==> config.mk <==
export PLATFORM = sky130hd
export DESIGN_NAME = muldiv_top
export DESIGN_NICKNAME = d
export VERILOG_FILES = /design/src/logic/muldiv_pkg.sv /design/src/logic/divider.sv /design/src/logic/multiplier.sv /design/src/logic/hilo_ctrl.sv /design/src/logic/muldiv_top.sv
export SDC_FILE = /design/constraint.sdc
export NUM_CORES = 2
export LEC_CHECK = 0
export BUFFER_PORTS_ARGS = -buffer_cell sky130_fd_sc_hd__buf_2
export CAP_MARGIN = 40
export CORE_MARGIN = 4
export CORE_UTILIZATION = 38
export CTS_CLUSTER_SIZE = 24
export DETAILED_ROUTE_END_ITERATION = 10
export HOLD_SLACK_MARGIN = 0.08
export PLACE_DENSITY = 0.64
export SYNTH_ARGS = -nofsm -noshare
export SYNTH_HDL_FRONTEND = slang
export SYNTH_SLANG_ARGS = --single-unit
==> constraint.sdc <==
create_clock -name clk -period 8.92 [get_ports clk]
set_input_delay 1.784 -clock clk [delete_from_list [all_inputs] [get_ports clk]]
set_output_delay 1.784 -clock clk [all_outputs]
set_load 0.005 [all_outputs]
==> src/logic/muldiv_pkg.sv <==
`default_nettype none

package muldiv_pkg;

    // ####################
    // Widths

    localparam int xlen = 32;
    localparam int div_count_width = 6; // Must hold the value xlen

    typedef logic [xlen-1:0] word_t;

    // ####################
    // Operations and payloads

    typedef enum logic [2:0] {
        op_mult  = 3'd0,
        op_multu = 3'd1,
        op_div   = 3'd2,
        op_divu  = 3'd3,
        op_mthi  = 3'd4,
        op_mtlo  = 3'd5
    } muldiv_op_e;

    typedef struct packed {
        muldiv_op_e op;
        word_t      a;
        word_t      b;
    } muldiv_req_t;

    typedef struct packed {
        word_t a;
        word_t b;
        logic  is_signed;
    } unit_req_t;

    typedef struct packed {
        word_t hi;
        word_t lo;
    } hilo_t;

endpackage

`default_nettype wire

==> src/logic/divider.sv <==
`timescale 1ns/1ps
`default_nettype none

module divider (
    input  logic                  clk,
    input  logic                  rst,
    input  logic                  req,
    input  muldiv_pkg::unit_req_t operands,
    output logic                  ack,
    output muldiv_pkg::hilo_t     result
);
    import muldiv_pkg::*;

    typedef enum logic [1:0] {
        free,
        by_zero,
        running,
        done
    } state_e;

    state_e                     state;
    logic [2*xlen:0]            shreg;   // Remainder in the top half, quotient shifts in at bit 0
    word_t                      divisor;
    logic [div_count_width-1:0] count;
    logic                       quot_neg;
    logic                       rem_neg;

    logic [xlen:0] trial;
    word_t         a_mag;
    word_t         b_mag;
    word_t         quot;
    word_t         rem;

    assign a_mag = (operands.is_signed && operands.a[xlen-1]) ? -operands.a : operands.a;
    assign b_mag = (operands.is_signed && operands.b[xlen-1]) ? -operands.b : operands.b;

    // Borrow out in the top bit means the divisor does not fit
    assign trial = {1'b0, shreg[2*xlen-1:xlen]} - {1'b0, divisor};

    assign quot = shreg[xlen-1:0];
    assign rem  = shreg[2*xlen:xlen+1];

    always_ff @(posedge clk) begin
        if (rst) begin
            state <= free;
            ack   <= 1'b0;
        end else begin
            case (state)
                free: begin
                    if (req) begin
                        if (operands.b == '0) begin
                            state <= by_zero;
                        end else begin
                            shreg    <= {{xlen{1'b0}}, a_mag, 1'b0};
                            divisor  <= b_mag;
                            count    <= '0;
                            quot_neg <= operands.is_signed
                                        && (operands.a[xlen-1] ^ operands.b[xlen-1]);
                            // Remainder follows the dividend
                            rem_neg  <= operands.is_signed && operands.a[xlen-1];
                            state    <= running;
                        end
                    end
                end

                by_zero: begin
                    result <= '0;
                    ack    <= 1'b1;
                    state  <= done;
                end

                running: begin
                    if (count != div_count_width'(xlen)) begin
                        if (trial[xlen]) begin
                            shreg <= {shreg[2*xlen-1:0], 1'b0};
                        end else begin
                            shreg <= {trial[xlen-1:0], shreg[xlen-1:0], 1'b1};
                        end
                        count <= count + 1'b1;
                    end else begin
                        // Negating 0x80000000 wraps to itself, which covers min / -1
                        result.lo <= quot_neg ? -quot : quot;
                        result.hi <= rem_neg ? -rem : rem;
                        ack       <= 1'b1;
                        state     <= done;
                    end
                end

                done: begin
                    if (!req) begin
                        ack   <= 1'b0;
                        state <= free;
                    end
                end

                default: begin
                    state <= free;
                end
            endcase
        end
    end

endmodule

`default_nettype wire

==> src/logic/multiplier.sv <==
`timescale 1ns/1ps
`default_nettype none

module multiplier (
    input  logic                  clk,
    input  logic                  rst,
    input  logic                  req,
    input  muldiv_pkg::unit_req_t operands,
    output logic                  ack,
    output muldiv_pkg::hilo_t     result
);
    import muldiv_pkg::*;

    logic signed [xlen:0]     a_ext;
    logic signed [xlen:0]     b_ext;
    logic signed [2*xlen-1:0] product;
    logic                     stage_valid;
    logic                     start;

    // A request is new only while nothing is in flight and ack is low
    assign start = req && !stage_valid && !ack;

    assign product = a_ext * b_ext;

    // ####################
    // Datapath

    always_ff @(posedge clk) begin
        if (start) begin
            a_ext <= {operands.is_signed & operands.a[xlen-1], operands.a};
            b_ext <= {operands.is_signed & operands.b[xlen-1], operands.b};
        end
        if (stage_valid) begin
            result <= hilo_t'(product);
        end
    end

    // ####################
    // Request tracker

    always_ff @(posedge clk) begin
        if (rst) begin
            stage_valid <= 1'b0;
            ack         <= 1'b0;
        end else begin
            stage_valid <= start;
            if (stage_valid) begin
                ack <= 1'b1;
            end else if (!req) begin
                ack <= 1'b0;
            end
        end
    end

endmodule

`default_nettype wire

==> src/logic/hilo_ctrl.sv <==
`timescale 1ns/1ps
`default_nettype none

module hilo_ctrl (
    input  logic                    clk,
    input  logic                    rst,
    input  logic                    op_req,
    input  muldiv_pkg::muldiv_req_t op,
    output logic                    op_ack,
    output logic                    div_req,
    output logic                    mul_req,
    output muldiv_pkg::unit_req_t   unit_op,
    input  logic                    div_ack,
    input  logic                    mul_ack,
    input  muldiv_pkg::hilo_t       div_result,
    input  muldiv_pkg::hilo_t       mul_result,
    output muldiv_pkg::hilo_t       hilo
);
    import muldiv_pkg::*;

    typedef enum logic [1:0] {
        ctrl_idle,
        ctrl_busy,
        ctrl_hold
    } state_e;

    state_e state;
    logic   use_div;
    logic   op_signed;
    logic   target_div;  // Unit picked when the operation was accepted
    logic   unit_ack;
    hilo_t  unit_result;

    assign use_div   = (op.op == op_div) || (op.op == op_divu);
    assign op_signed = (op.op == op_div) || (op.op == op_mult);

    assign unit_ack    = target_div ? div_ack : mul_ack;
    assign unit_result = target_div ? div_result : mul_result;

    // Operands stay put from acceptance until the next operation
    always_ff @(posedge clk) begin
        if (state == ctrl_idle && op_req) begin
            target_div        <= use_div;
            unit_op.a         <= op.a;
            unit_op.b         <= op.b;
            unit_op.is_signed <= op_signed;
        end
    end

    always_ff @(posedge clk) begin
        if (rst) begin
            state   <= ctrl_idle;
            op_ack  <= 1'b0;
            div_req <= 1'b0;
            mul_req <= 1'b0;
            hilo    <= '0;
        end else begin
            case (state)
                ctrl_idle: begin
                    if (op_req) begin
                        case (op.op)
                            op_mthi: begin
                                hilo.hi <= op.a;
                                op_ack  <= 1'b1;
                                state   <= ctrl_hold;
                            end
                            op_mtlo: begin
                                hilo.lo <= op.a;
                                op_ack  <= 1'b1;
                                state   <= ctrl_hold;
                            end
                            default: begin
                                div_req <= use_div;
                                mul_req <= !use_div;
                                state   <= ctrl_busy;
                            end
                        endcase
                    end
                end

                ctrl_busy: begin
                    if (unit_ack) begin
                        hilo    <= unit_result;
                        div_req <= 1'b0;  // Result is captured, so the unit can release
                        mul_req <= 1'b0;
                        op_ack  <= 1'b1;
                        state   <= ctrl_hold;
                    end
                end

                ctrl_hold: begin
                    // Wait for both sides of the four-phase exchange to return to zero
                    if (!op_req && !div_ack && !mul_ack) begin
                        op_ack <= 1'b0;
                        state  <= ctrl_idle;
                    end
                end

                default: begin
                    state <= ctrl_idle;
                end
            endcase
        end
    end

endmodule

`default_nettype wire

==> src/logic/muldiv_top.sv <==
`timescale 1ns/1ps
`default_nettype none

module muldiv_top (
    input  logic                    clk,
    input  logic                    rst,
    input  logic                    op_req,
    input  muldiv_pkg::muldiv_req_t op,
    output logic                    op_ack,
    output muldiv_pkg::hilo_t       hilo
);
    import muldiv_pkg::*;

    logic      div_req;
    logic      div_ack;
    logic      mul_req;
    logic      mul_ack;
    unit_req_t unit_op;     // Both units share it because only one is requested at a time
    hilo_t     div_result;
    hilo_t     mul_result;

    hilo_ctrl i_ctrl (
        .clk        (clk),
        .rst        (rst),
        .op_req     (op_req),
        .op         (op),
        .op_ack     (op_ack),
        .div_req    (div_req),
        .mul_req    (mul_req),
        .unit_op    (unit_op),
        .div_ack    (div_ack),
        .mul_ack    (mul_ack),
        .div_result (div_result),
        .mul_result (mul_result),
        .hilo       (hilo)
    );

    divider i_div (
        .clk      (clk),
        .rst      (rst),
        .req      (div_req),
        .operands (unit_op),
        .ack      (div_ack),
        .result   (div_result)
    );

    multiplier i_mul (
        .clk      (clk),
        .rst      (rst),
        .req      (mul_req),
        .operands (unit_op),
        .ack      (mul_ack),
        .result   (mul_result)
    );

endmodule

`default_nettype wire

==> impl_metrics.tcl <==
set metrics [dict create \
    yosys.area.top_type "fa_1" \
    die_w_um 400 \
    io_pins 135 \
    cts_root_buffer "clkbuf_16" \
    post-route-period-util 0.955 \
    crit_buf_inv 4 \
    antenna_found_initial 6 \
    rsz0062_at_grt "yes" \
    die_h_um 400 \
    fp.coreArea_mm2 0.152 \
    tns_ps 0 \
    tritoncts "done" \
    setup_violations 0 \
    crit_slowest_cell "fa_1" \
    dieArea_mm2 0.160 \
    slew_viol_final 0 \
    syn_area_mm2 0.0584 \
    final_nets 7367 \
    ys_seq_area_frac 0.213 \
    async_flop_share 0 \
    antenna_left 0 \
    routed_wl_um 155000 \
    post-dp-hpwl_um 128000 \
    cp_max_fo 18 \
    clock-skew-final_ps 26.4 \
    cp_cell_sequence "and2_1 > fa_1 > fa_1 > fa_1 > fa_2 > inv_1 > fa_1 > inv_1 > fa_1 > fa_1 > inv_1 > fa_1 > inv_1 > ha_1 > nand4_1 > or3_1 > o221ai_1 > a31oi_1 > o21ai_0 > a31oi_1 > o21ai_0 > nor4b_1 > a211o_1" \
    cpPeakStageDelay_ps 810 \
    num_rows 143 \
    avgRoutedWirePerCell_um 19.4 \
    tightest_slew_ps 919 \
    clock_latency_ps 590 \
    htree_levels 2 \
    yosysTopAreaCellShare 0.386 \
    postSynthAreaPerCell_um2 9.95 \
    path_clk_slew_ps 60 \
    timing.fmax_ghz 0.117 \
    synth_fp_nets 7324 \
    critPathKind "reg -> reg" \
    netlist_instances 5872 \
    via_per_inst 5.11 \
    crit_top_cell "fa_1" \
    arrival_ps 8840 \
    first_iter_violations 3226 \
    finalHoldViolCount 0 \
    maxCapViolCount 0 \
    num_vias 40800 \
    grt_usage 0.198 \
    area_growth_pct 9.06 \
    grt_max_degree 75 \
    worstSetupEndpointType "register" \
    cts_sinks 439 \
    yosysWarnings 0 \
    ys_seq_elements 439 \
    initial_utilization 0.383 \
    synth_edf_count 365 \
    fin_crit_ps 8520 \
    overflow 0 \
    crit_family "adder cells" \
    final_common_cell "inv_1" \
    ys_types 76 \
    cp-start-kind "register" \
    synthFlopType "edfxtp_1" \
    grt_pass1_wl_um 249000 \
    synth.area.top_cells "fa_1, edfxtp_1, inv_1, and2_1, ha_1" \
    clockBufferDepth 3 \
    critPathRequiredTime_ps 9230 \
    firstDrtPassIters 8 \
    drc 0 \
    hold_class "reg -> reg" \
    numCtsBuffers 45 \
    layout_common_cells "inv_1, fa_1, nand2_1, and2_1, edfxtp_1" \
    status "completed" \
    drive_gt1_frac 0.0655 \
    max-slew-margin-rel 0.387 \
    first_global_vias 43800 \
    portBuffers 134 \
    routabilityCongestion 0.891 \
]
==> layer usage <==
layer / track usage / vias to the layer above / wire, um
met5: 0 / - / 0
met4: 0.0611 / 0 / 5610
met3: 0.0182 / 309 / 8530
met2: 0.342 / 1316 / 76600
met1: 0.265 / 21100 / 64300
li1: - / 18100 / -
==> path summary, 6_finish.rpt <==
path	from	endpoint	slack, ps	cells past startpoint
max	i_mul.b_ext[1]	i_mul.result[62]	400	23
min	i_ctrl.hilo[9]	i_ctrl.hilo[9]	490	2
max reg2reg	i_mul.b_ext[1]	i_mul.result[62]	400	23
min reg2reg	i_ctrl.hilo[9]	i_ctrl.hilo[9]	490	2
==> per-stage QoR <==
| stage | cells | setup slack [ps] | util | hold WS, ps | cell area [um2] |
|---|---|---|---|---|---|
| after floorplan | 5872 | 916 | - | 426 | 58400 |
| after global placement | 7877 | 520 | 0.405 | 467 | 61700 |
| after detailed placement | 7893 | 384 | 0.408 | 475 | 62100 |
| after CTS | 7977 | 354 | 0.418 | 491 | 63700 |
| after global routing | 7984 | -25.2 | 0.418 | 519 | 63700 |
| final | 7984 | 397 | 0.418 | 489 | 63700 |
==> cells in the mapped netlist (all sizes together) (5+ instances only) <==
library cell	count
and3	16
xor2	109
buf	15
fa	1126
edfxtp	365
ha	256
mux2i	69
and4	5
nand4	14
a41oi	5
a31oi	14
nand2	689
xnor2	113
o21ai	110
or2	6
clkbuf	277
a21o	34
a21oi	203
nor4	17
dfxtp	74
o21bai	16
nor2b	44
nor3	21
o211ai	8
nand2b	30
or4	10
o31ai	36
nor2	255
o41ai	16
a211oi	80
nand3	26
and2	557
inv	1174
or3	12
o21a	13
==> registers in the layout (all words and copies together) (netlist names), 2 cells and up <==
signal / flops
i_div.shreg: 65
i_ctrl.state: 2
i_div.count: 6
i_mul.b_ext: 33
i_div.divisor: 32
i_div.state: 2
i_div.result: 64
i_mul.a_ext: 33
i_mul.result: 64
i_ctrl.unit_op: 65
i_ctrl.hilo: 64
==> worst min-delay path: stages, from the launching register on <==
cell	delay (ps)
dfxtp_1	320
a21oi_1	60
nor2_1	70
==> final cells by class <==
cell class / count / area [um2]
tap: 2030 / 2540
fill: 14700 / 88700
clock inverter: 28 / 319
antenna: 2 / 5.00
timing repair buffer: 288 / 2250
multi-input combinational: 3967 / 40500
inverter: 1174 / 4410
sequential: 439 / 12400
clock buffer: 56 / 1200
==> what timing repair did <==
item                                    in CTS  in global routing
gates resized for setup                      0                  4
setup buffers                                0                  5
endpoints found under the setup margin       0                  4
endpoints found under the hold margin        0                  0
hold buffers                                 0                  0
==> kinds of logic after synthesis <==
family,count (synthesis),synth area share
muxes,70,0.0120
and+or+nand+nor,1716,0.144
adders and majority gates,1382,0.441
DFF,439,0.213
buffers and inverters,1466,0.0943
xor gates and xnor gates,222,0.0333
AOI/OAI and AO/OA,577,0.0631
Power is not shown: default switching activity piles up to over one toggle a cycle in this logic, so the estimate is an artifact.
